`config.mk`:
```
export PLATFORM = sky130hd
export DESIGN_NAME = pool_top
export DESIGN_NICKNAME = d
export VERILOG_FILES = /design/src/design/pool_fp_pkg.sv /design/src/design/pool_win_pkg.sv /design/src/design/fp_compare.sv /design/src/design/max_pool.sv /design/src/design/pool_top.sv /design/src/design/row_line_buffer.sv /design/src/design/window_builder.sv
export VERILOG_INCLUDE_DIRS = /design/src /design/src/design
export SDC_FILE = /design/constraint.sdc
export NUM_CORES = 2
export LEC_CHECK = 0
export BUFFER_PORTS_ARGS = -buffer_cell sky130_fd_sc_hd__buf_2
export CORE_UTILIZATION = 60
export CTS_BUF_LIST = sky130_fd_sc_hd__clkbuf_8 sky130_fd_sc_hd__clkbuf_16
export DETAILED_ROUTE_END_ITERATION = 8
export PLACE_DENSITY = 0.86
export SYNTH_ARGS = -nofsm -noshare
export SYNTH_HDL_FRONTEND = slang
export SYNTH_SLANG_ARGS = --single-unit
```
`constraint.sdc`:
```
create_clock -name clk -period 11.6 [get_ports clk]
set_input_delay 1.16 -clock clk [delete_from_list [all_inputs] [get_ports clk]]
set_output_delay 1.16 -clock clk [all_outputs]
set_load 0.02 [all_outputs]
```
`src/design/pool_params.svh`:
```
`ifndef POOL_PARAMS_SVH
`define POOL_PARAMS_SVH

//////////////////////////////////////////////////
// word format
//////////////////////////////////////////////////

// single precision float word
`define POOL_DATA_WIDTH 32

//////////////////////////////////////////////////
// map geometry
//////////////////////////////////////////////////

// feature map size in pixels
`define POOL_MAP_WIDTH  9
`define POOL_MAP_HEIGHT 9

// bits per row or column index
`define POOL_POS_WIDTH  4

//////////////////////////////////////////////////
// pooling window
//////////////////////////////////////////////////

// window side and step between windows
`define POOL_WIN        3
`define POOL_STRIDE     2

`endif

```
`src/design/pool_fp_pkg.sv`:
```
`include "pool_params.svh"

package pool_fp_pkg;

    //////////////////////////////////////////////////
    // ieee-754 single precision layout
    //////////////////////////////////////////////////

    // msb first, sign then biased exponent then fraction
    typedef struct packed {
        logic        sign;
        logic [7:0]  exponent;
        logic [22:0] mantissa;
    } fp_fields_t;

    // datapath moves raw, the compare looks at fields
    typedef union packed {
        logic [`POOL_DATA_WIDTH-1:0] raw;
        fp_fields_t                  fields;
    } fp_word_t;

    // exponent and mantissa together, for magnitude order
    typedef logic [30:0] fp_mag_t;

endpackage

```
`src/design/pool_win_pkg.sv`:
```
`include "pool_params.svh"

package pool_win_pkg;

    //////////////////////////////////////////////////
    // position in the map
    //////////////////////////////////////////////////

    // one row or column index
    typedef logic [`POOL_POS_WIDTH-1:0] pos_idx_t;

    // raster position of a pixel
    typedef struct packed {
        pos_idx_t row;
        pos_idx_t col;
    } map_pos_t;

    //////////////////////////////////////////////////
    // 3x3 window
    //////////////////////////////////////////////////

    // row major, px[0] top left, px[8] bottom right
    // px[2], px[5], px[8] form the newest column
    typedef struct packed {
        pool_fp_pkg::fp_word_t [`POOL_WIN*`POOL_WIN-1:0] px;
    } pool_window_t;

endpackage

```
`src/design/fp_compare.sv`:
```
`timescale 1ns/1ps

module fp_compare (
    input  pool_fp_pkg::fp_word_t a,
    input  pool_fp_pkg::fp_word_t b,
    output logic                  a_ge_b
);

    // magnitudes, exponent over mantissa
    pool_fp_pkg::fp_mag_t a_mag;
    pool_fp_pkg::fp_mag_t b_mag;
    logic                 both_zero;

    assign a_mag = {a.fields.exponent, a.fields.mantissa};
    assign b_mag = {b.fields.exponent, b.fields.mantissa};

    // +0 and -0 are the same value
    assign both_zero = (a_mag == '0) && (b_mag == '0);

    //////////////////////////////////////////////////
    // sign and magnitude ordering
    //////////////////////////////////////////////////

    always_comb begin
        if (both_zero) begin
            a_ge_b = 1'b1;
        end else if (a.fields.sign != b.fields.sign) begin
            // positive side wins
            a_ge_b = ~a.fields.sign;
        end else if (!a.fields.sign) begin
            // both positive, bigger magnitude is larger
            a_ge_b = (a_mag >= b_mag);
        end else begin
            // both negative, order flips
            a_ge_b = (a_mag <= b_mag);
        end
    end

endmodule

```
`src/design/max_pool.sv`:
```
`timescale 1ns/1ps
`include "pool_params.svh"

module max_pool (
    input  logic                       clk,
    input  logic                       reset,
    input  pool_win_pkg::pool_window_t window,
    input  logic                       window_valid,
    output pool_fp_pkg::fp_word_t      pool_out,
    output logic                       pool_valid
);

    // odd one out of the pair tree
    localparam int last_idx = `POOL_WIN*`POOL_WIN - 1;

    // stage 1, four pair maxima
    logic [3:0]            s1_ge;
    pool_fp_pkg::fp_word_t s1_max [4];
    pool_fp_pkg::fp_word_t s1_last;
    logic                  s1_valid;

    // stage 2, two values left
    logic [1:0]            s2_ge;
    pool_fp_pkg::fp_word_t s2_max [2];
    pool_fp_pkg::fp_word_t s2_last;
    logic                  s2_valid;

    // stage 3, max of elements 0..7
    logic                  s3_ge;
    pool_fp_pkg::fp_word_t s3_max;
    pool_fp_pkg::fp_word_t s3_last;
    logic                  s3_valid;

    // stage 4, against element 8
    logic                  s4_ge;

    //////////////////////////////////////////////////
    // stage 1
    //////////////////////////////////////////////////

    // compares run straight off the incoming window
    for (genvar i = 0; i < 4; i++) begin : g_s1
        fp_compare u_cmp (
            .a      (window.px[2*i]),
            .b      (window.px[2*i + 1]),
            .a_ge_b (s1_ge[i])
        );
    end

    always_ff @(posedge clk) begin
        // ties keep the lower index
        for (int k = 0; k < 4; k++) begin
            s1_max[k] <= s1_ge[k] ? window.px[2*k] : window.px[2*k + 1];
        end
        s1_last <= window.px[last_idx];
    end

    //////////////////////////////////////////////////
    // stage 2
    //////////////////////////////////////////////////

    for (genvar i = 0; i < 2; i++) begin : g_s2
        fp_compare u_cmp (
            .a      (s1_max[2*i]),
            .b      (s1_max[2*i + 1]),
            .a_ge_b (s2_ge[i])
        );
    end

    always_ff @(posedge clk) begin
        for (int k = 0; k < 2; k++) begin
            s2_max[k] <= s2_ge[k] ? s1_max[2*k] : s1_max[2*k + 1];
        end
        s2_last <= s1_last;
    end

    //////////////////////////////////////////////////
    // stage 3
    //////////////////////////////////////////////////

    fp_compare u_cmp_s3 (
        .a      (s2_max[0]),
        .b      (s2_max[1]),
        .a_ge_b (s3_ge)
    );

    always_ff @(posedge clk) begin
        s3_max  <= s3_ge ? s2_max[0] : s2_max[1];
        s3_last <= s2_last;
    end

    //////////////////////////////////////////////////
    // stage 4
    //////////////////////////////////////////////////

    // elements 0..7 sit below 8, so they win a tie
    fp_compare u_cmp_s4 (
        .a      (s3_max),
        .b      (s3_last),
        .a_ge_b (s4_ge)
    );

    always_ff @(posedge clk) begin
        pool_out <= s4_ge ? s3_max : s3_last;
    end

    //////////////////////////////////////////////////
    // valid pipe
    //////////////////////////////////////////////////

    // free running, one bit per stage
    always_ff @(posedge clk or posedge reset) begin
        if (reset) begin
            s1_valid   <= 1'b0;
            s2_valid   <= 1'b0;
            s3_valid   <= 1'b0;
            pool_valid <= 1'b0;
        end else begin
            s1_valid   <= window_valid;
            s2_valid   <= s1_valid;
            s3_valid   <= s2_valid;
            pool_valid <= s3_valid;
        end
    end

endmodule

```
`src/design/pool_top.sv`:
```
`timescale 1ns/1ps

module pool_top (
    input  logic                  clk,
    input  logic                  reset,
    input  pool_fp_pkg::fp_word_t pixel,
    input  logic                  pixel_valid,
    input  logic                  frame_start,
    output pool_fp_pkg::fp_word_t pool_out,
    output logic                  pool_valid
);

    // write and read column for the line buffer
    pool_win_pkg::map_pos_t     col;
    // pixels one and two rows above
    pool_fp_pkg::fp_word_t      row1_pixel;
    pool_fp_pkg::fp_word_t      row2_pixel;
    // finished window into the compare tree
    pool_win_pkg::pool_window_t window;
    logic                       window_valid;

    //////////////////////////////////////////////////
    // line buffer
    //////////////////////////////////////////////////

    row_line_buffer buffer (
        .clk         (clk),
        .reset       (reset),
        .pixel       (pixel),
        .pixel_valid (pixel_valid),
        .col         (col),
        .row1_pixel  (row1_pixel),
        .row2_pixel  (row2_pixel)
    );

    //////////////////////////////////////////////////
    // window builder
    //////////////////////////////////////////////////

    window_builder producer (
        .clk          (clk),
        .reset        (reset),
        .pixel        (pixel),
        .pixel_valid  (pixel_valid),
        .frame_start  (frame_start),
        .row1_pixel   (row1_pixel),
        .row2_pixel   (row2_pixel),
        .col          (col),
        .window       (window),
        .window_valid (window_valid)
    );

    //////////////////////////////////////////////////
    // max tree, 4 cycles
    //////////////////////////////////////////////////

    max_pool consumer (
        .clk          (clk),
        .reset        (reset),
        .window       (window),
        .window_valid (window_valid),
        .pool_out     (pool_out),
        .pool_valid   (pool_valid)
    );

endmodule

```
`src/design/row_line_buffer.sv`:
```
`timescale 1ns/1ps
`include "pool_params.svh"

module row_line_buffer (
    input  logic                   clk,
    input  logic                   reset,
    input  pool_fp_pkg::fp_word_t  pixel,
    input  logic                   pixel_valid,
    input  pool_win_pkg::map_pos_t col,
    output pool_fp_pkg::fp_word_t  row1_pixel,
    output pool_fp_pkg::fp_word_t  row2_pixel
);

    //////////////////////////////////////////////////
    // row storage
    //////////////////////////////////////////////////

    // row1 is the row just above, row2 the one above that
    pool_fp_pkg::fp_word_t row1_mem [`POOL_MAP_WIDTH];
    pool_fp_pkg::fp_word_t row2_mem [`POOL_MAP_WIDTH];

    // column being written this pixel
    pool_win_pkg::pos_idx_t wr_col;
    logic                   wr_en;

    assign wr_col = col.col;

    // pixels seen while in reset are dropped
    assign wr_en = pixel_valid && !reset;

    //////////////////////////////////////////////////
    // read before write
    //////////////////////////////////////////////////

    // old contents at this column, the write lands on the edge
    assign row1_pixel = row1_mem[wr_col];
    assign row2_pixel = row2_mem[wr_col];

    //////////////////////////////////////////////////
    // vertical shift per column
    //////////////////////////////////////////////////

    always_ff @(posedge clk) begin
        if (wr_en) begin
            // row1 moves up into row2
            row2_mem[wr_col] <= row1_mem[wr_col];
            // new pixel becomes the row above
            row1_mem[wr_col] <= pixel;
        end
    end

endmodule

```
`src/design/window_builder.sv`:
```
`timescale 1ns/1ps
`include "pool_params.svh"

module window_builder (
    input  logic                       clk,
    input  logic                       reset,
    input  pool_fp_pkg::fp_word_t      pixel,
    input  logic                       pixel_valid,
    input  logic                       frame_start,
    input  pool_fp_pkg::fp_word_t      row1_pixel,
    input  pool_fp_pkg::fp_word_t      row2_pixel,
    output pool_win_pkg::map_pos_t     col,
    output pool_win_pkg::pool_window_t window,
    output logic                       window_valid
);

    // last index on each axis
    localparam pool_win_pkg::pos_idx_t last_col = pool_win_pkg::pos_idx_t'(`POOL_MAP_WIDTH - 1);
    localparam pool_win_pkg::pos_idx_t last_row = pool_win_pkg::pos_idx_t'(`POOL_MAP_HEIGHT - 1);

    // first row and column that can close a window
    localparam pool_win_pkg::pos_idx_t first_end = pool_win_pkg::pos_idx_t'(`POOL_WIN - 1);

    // position expected for the next pixel
    pool_win_pkg::map_pos_t pos_q;
    // position of the pixel on the bus now
    pool_win_pkg::map_pos_t cur_pos;
    pool_win_pkg::map_pos_t next_pos;
    logic                   win_done;

    //////////////////////////////////////////////////
    // raster position
    //////////////////////////////////////////////////

    always_comb begin
        // frame_start pins this pixel to the origin
        cur_pos  = frame_start ? '0 : pos_q;
        next_pos = cur_pos;
        if (cur_pos.col == last_col) begin
            next_pos.col = '0;
            // wrap rows too so a missing frame_start recovers
            next_pos.row = (cur_pos.row == last_row) ? '0 : cur_pos.row + 1'b1;
        end else begin
            next_pos.col = cur_pos.col + 1'b1;
        end
    end

    always_ff @(posedge clk or posedge reset) begin
        if (reset) begin
            pos_q <= '0;
        end else if (pixel_valid) begin
            pos_q <= next_pos;
        end
    end

    // line buffer addresses by the current column
    assign col = cur_pos;

    //////////////////////////////////////////////////
    // stride rule
    //////////////////////////////////////////////////

    // bottom right corner of a stride-2 window
    assign win_done = (cur_pos.row >= first_end) &&
                      (cur_pos.col >= first_end) &&
                      ((cur_pos.row % `POOL_STRIDE) == 0) &&
                      ((cur_pos.col % `POOL_STRIDE) == 0);

    always_ff @(posedge clk or posedge reset) begin
        if (reset) begin
            window_valid <= 1'b0;
        end else begin
            // one pulse, the cycle after the corner pixel
            window_valid <= pixel_valid && win_done;
        end
    end

    //////////////////////////////////////////////////
    // 3x3 shift window
    //////////////////////////////////////////////////

    always_ff @(posedge clk) begin
        if (pixel_valid) begin
            // everything moves one column left
            for (int r = 0; r < `POOL_WIN; r++) begin
                for (int c = 0; c < `POOL_WIN - 1; c++) begin
                    window.px[r*`POOL_WIN + c] <= window.px[r*`POOL_WIN + c + 1];
                end
            end
            // new right column, oldest row on top
            window.px[`POOL_WIN - 1]           <= row2_pixel;
            window.px[2*`POOL_WIN - 1]         <= row1_pixel;
            window.px[`POOL_WIN*`POOL_WIN - 1] <= pixel;
        end
    end

endmodule

```
==> impl_metrics.env <==
export IMPL_cp_required_ns=12.08
export IMPL_crit_fanout=79
export IMPL_grt_usage=0.299
export IMPL_yosysTopAreaCell="edfxtp_1"
export IMPL_synthFlopType="edfxtp_1"
export IMPL_postLayoutCoreUtil=0.675
export IMPL_synth_most_common_cell="edfxtp_1"
export IMPL_rr_startpoint="producer.pos_q[0]"
export IMPL_wirelength_um=125000
export IMPL_rsz0062_at_grt="no"
export IMPL_clkLatencyLatePin_ns=0.69
export IMPL_yosysWarnings=0
export IMPL_ant_nets=0
export IMPL_ir_drop_mv=0.183
export IMPL_power_per_cell_area_nw_per_um2=239
export IMPL_cts_sinks=1229
export IMPL_cts_resized=0
export IMPL_synth_avg_cell_area_um2=14.0
export IMPL_netlist_area_um2=49400
export IMPL_crit_slowest_cell="dfrtp_4"
export IMPL_core_um2=81100
export IMPL_grt_start_max_net_pins=106
export IMPL_placed_cell_area_um2=50900
export IMPL_synth_cell_type_count=59
export IMPL_synth_edf_count=864
export IMPL_synth_top_family_by_area="simple AND/OR/NAND/NOR gates"
export IMPL_final_area_um2=54700
export IMPL_status="finished, final reports clean"
export IMPL_cp_cell_sequence="nand2_4 > inv_4 > buf_4 > nand2_1 > nand3_1 > o21ai_0 > a2bb2oi_1 > o22a_1"
export IMPL_synth_simple_area_share=0.0796
export IMPL_die_area_um2=83500
export IMPL_cap_violations=0
export IMPL_p_leak_nw=20.7
export IMPL_setup_tns_ns=0
export IMPL_synthAdderAreaFrac=0.0645
export IMPL_slew_headroom=0.173
export IMPL_hold_path_class="register to register"
export IMPL_synth_area_leaders="edfxtp_1, dfxtp_1, ha_1"
export IMPL_dp_cells=4562
export IMPL_setup_violations=0
export IMPL_crit_type="register to register"
export IMPL_cts_buffers=113
export IMPL_cp_start_kind="register"
export IMPL_synth_seq_cells=1229
export IMPL_finalClockSkew_ns=0.0430
export IMPL_cts_tree="built"
export IMPL_hold_ws_ns=0.328
export IMPL_max_clock_path_buffers=3
export IMPL_antenna_found_initial=7
export IMPL_max_freq_mhz=214
export IMPL_grt_ovfl_total=0
export IMPL_grt_pass1_vias=31243
export IMPL_fp_row_count=104
export IMPL_start_util=0.610
export IMPL_finalMaxSlewViolations=0
export IMPL_wl_per_cell_um=26.2
export IMPL_drive_gt1_frac=0.167
export IMPL_synthXorXnorAreaFrac=0
export IMPL_syn_to_final_growth_pct=10.7
export IMPL_drt_pass1_iter_count=6
export IMPL_finalCriticalPeriod_ns=4.68
export IMPL_synth_compound_area_frac=0.0748
export IMPL_postCtsSetupRepairBufs=0
export IMPL_synthTopCellsByCount="edfxtp_1, dfxtp_1, nand2_1"
export IMPL_worstHoldStart="consumer.s2_last[1]"
export IMPL_synth_mux_area_frac=0.0755
export IMPL_synth_fp_nets=3827
export IMPL_cts_htree_levels=3
export IMPL_root_buffer="clkbuf_16"
export IMPL_io_pins=69
export IMPL_hold_viol=0
export IMPL_die_y_um=289
export IMPL_cpPeakStageDelay_ns=1.00
export IMPL_finalNonFillerCells=4773
export IMPL_netlist_area_leader_share=0.525
export IMPL_floorplan_die_width_um=289
export IMPL_tightest_slew_ns=1.24
export IMPL_dp_hpwl_um=79400
export IMPL_drt_iter0_drc=4239
export IMPL_synth_seq_area_share=0.674
export IMPL_viasPerCell=6.54
export IMPL_grt_pass1_wl_um=187000
export IMPL_io_buffers=68
export IMPL_route_vias_total=31233
export IMPL_setup_worst_path_start="producer.pos_q[0]"
export IMPL_synth_async_reset_ratio=0.0106
export IMPL_synth_cells=3536
export IMPL_drcViolationCount=0
export IMPL_path_clk_slew_ns=0.06
export IMPL_cp_end_kind="register"
export IMPL_postCtsHoldBufs=0
export IMPL_post_route_period_util=0.403
export IMPL_worstPathArrival_ns=5.16
export IMPL_nNetsFinal=3908
export IMPL_gp_congestion=0.962
## sequential cells by signal, summed over array words and instances, names as in the netlist
register,cells
consumer.s2_max,64
producer.pos_q,8
consumer.s1_valid,1
consumer.s2_last,32
consumer.s3_last,32
consumer.s3_max,32
buffer.row2_mem,288
producer.window_valid,1
consumer.s2_valid,1
consumer.s3_valid,1
consumer.s1_last,32
producer.window,288
consumer.pool_valid,1
consumer.pool_out,32
buffer.row1_mem,288
consumer.s1_max,128
## through the flow
| stage | power, W | worst slack, ns |
|---|---|---|
| floorplan | 0.00809 | 5.91 |
| global placement | 0.00909 | 6.94 |
| detailed placement | 0.00922 | 6.75 |
| CTS | 0.0130 | 7.01 |
| global route | 0.0136 | 6.71 |
| finish | 0.0131 | 6.92 |
## worst paths after layout
| kind | cells past startpoint | end | slack (ns) |
|---|---|---|---|
| max | 8 | producer.window[178] | 6.92 |
| min | 0 | consumer.s3_last[1] | 0.33 |
| max in group asynchronous | 2 | producer.pos_q[0] | 10.68 |
| min in group asynchronous | 2 | consumer.s3_valid | 0.51 |
| max reg2reg | 8 | producer.window[178] | 6.92 |
| min reg2reg | 0 | consumer.s3_last[1] | 0.33 |
## layer usage
layer | vias to the layer above | wire length [µm] | GRT usage
met5 | - | 40 | 0
met4 | 6 | 5120 | 0.124
met3 | 383 | 14300 | 0.0561
met2 | 2118 | 59700 | 0.484
met1 | 15272 | 46100 | 0.400
li1 | 13454 | - | -
## layout make-up
cell class	instances	area [µm²]
multi-input combinational	1909	14700
timing repair buffer	98	578
sequential	1229	33300
clock buffer	125	3030
clock inverter	84	825
tap	1060	1330
fill	5076	26300
inverter	266	1000
antenna	2	5.00
## cell usage in the layout (no fill, tap or decap), types with 8 or more instances in the layout
master and count:
a21o_1 10, nand2_1 322, clkinv_2 22, and2_4 8, mux2_2 277, nand3_1 97, edfxtp_1 864, ha_1 255
dfrtp_1 12, nor3_1 15, nand3b_1 10, mux2_4 30, a211oi_1 79, clkinv_1 12, a31oi_1 64, o21ai_0 99
nor2_1 47, a2bb2oi_1 63, nor2b_1 64, buf_2 66, nor4_1 138, dfxtp_1 352, a21oi_1 97, buf_4 31
clkbuf_16 116, inv_1 283, bufinv_16 13, nand4_1 76, o22a_1 63, clkinvlp_4 8, clkbuf_8 9
## power breakdown
group / switching, W / leakage, nW / internal, W
Clock: 0.00163 / 1.96 / 0.00217
Sequential: 0.000721 / 11.1 / 0.00556
Combinational: 0.00172 / 7.58 / 0.00129
## kinds of logic (layout without fill, tap and decap cells)
group,after synthesis,in the layout
flops,1229,1229
simple gates,796,796
compound gates,537,537
buf+inv,398,573
mux,321,321
fa+ha+maj,255,255
other cells,0,2
## worst max-delay path, delay by kind of cell (launching register included)
| kind | cells | cell delay [ns] |
|---|---|---|
| buffers and inverters | 2 | 1.60 |
| DFF | 1 | 1.00 |
| and+or+nand+nor | 3 | 0.96 |
| AOI/OAI and AO/OA | 3 | 0.78 |
Power figures use the tool's default switching activity.
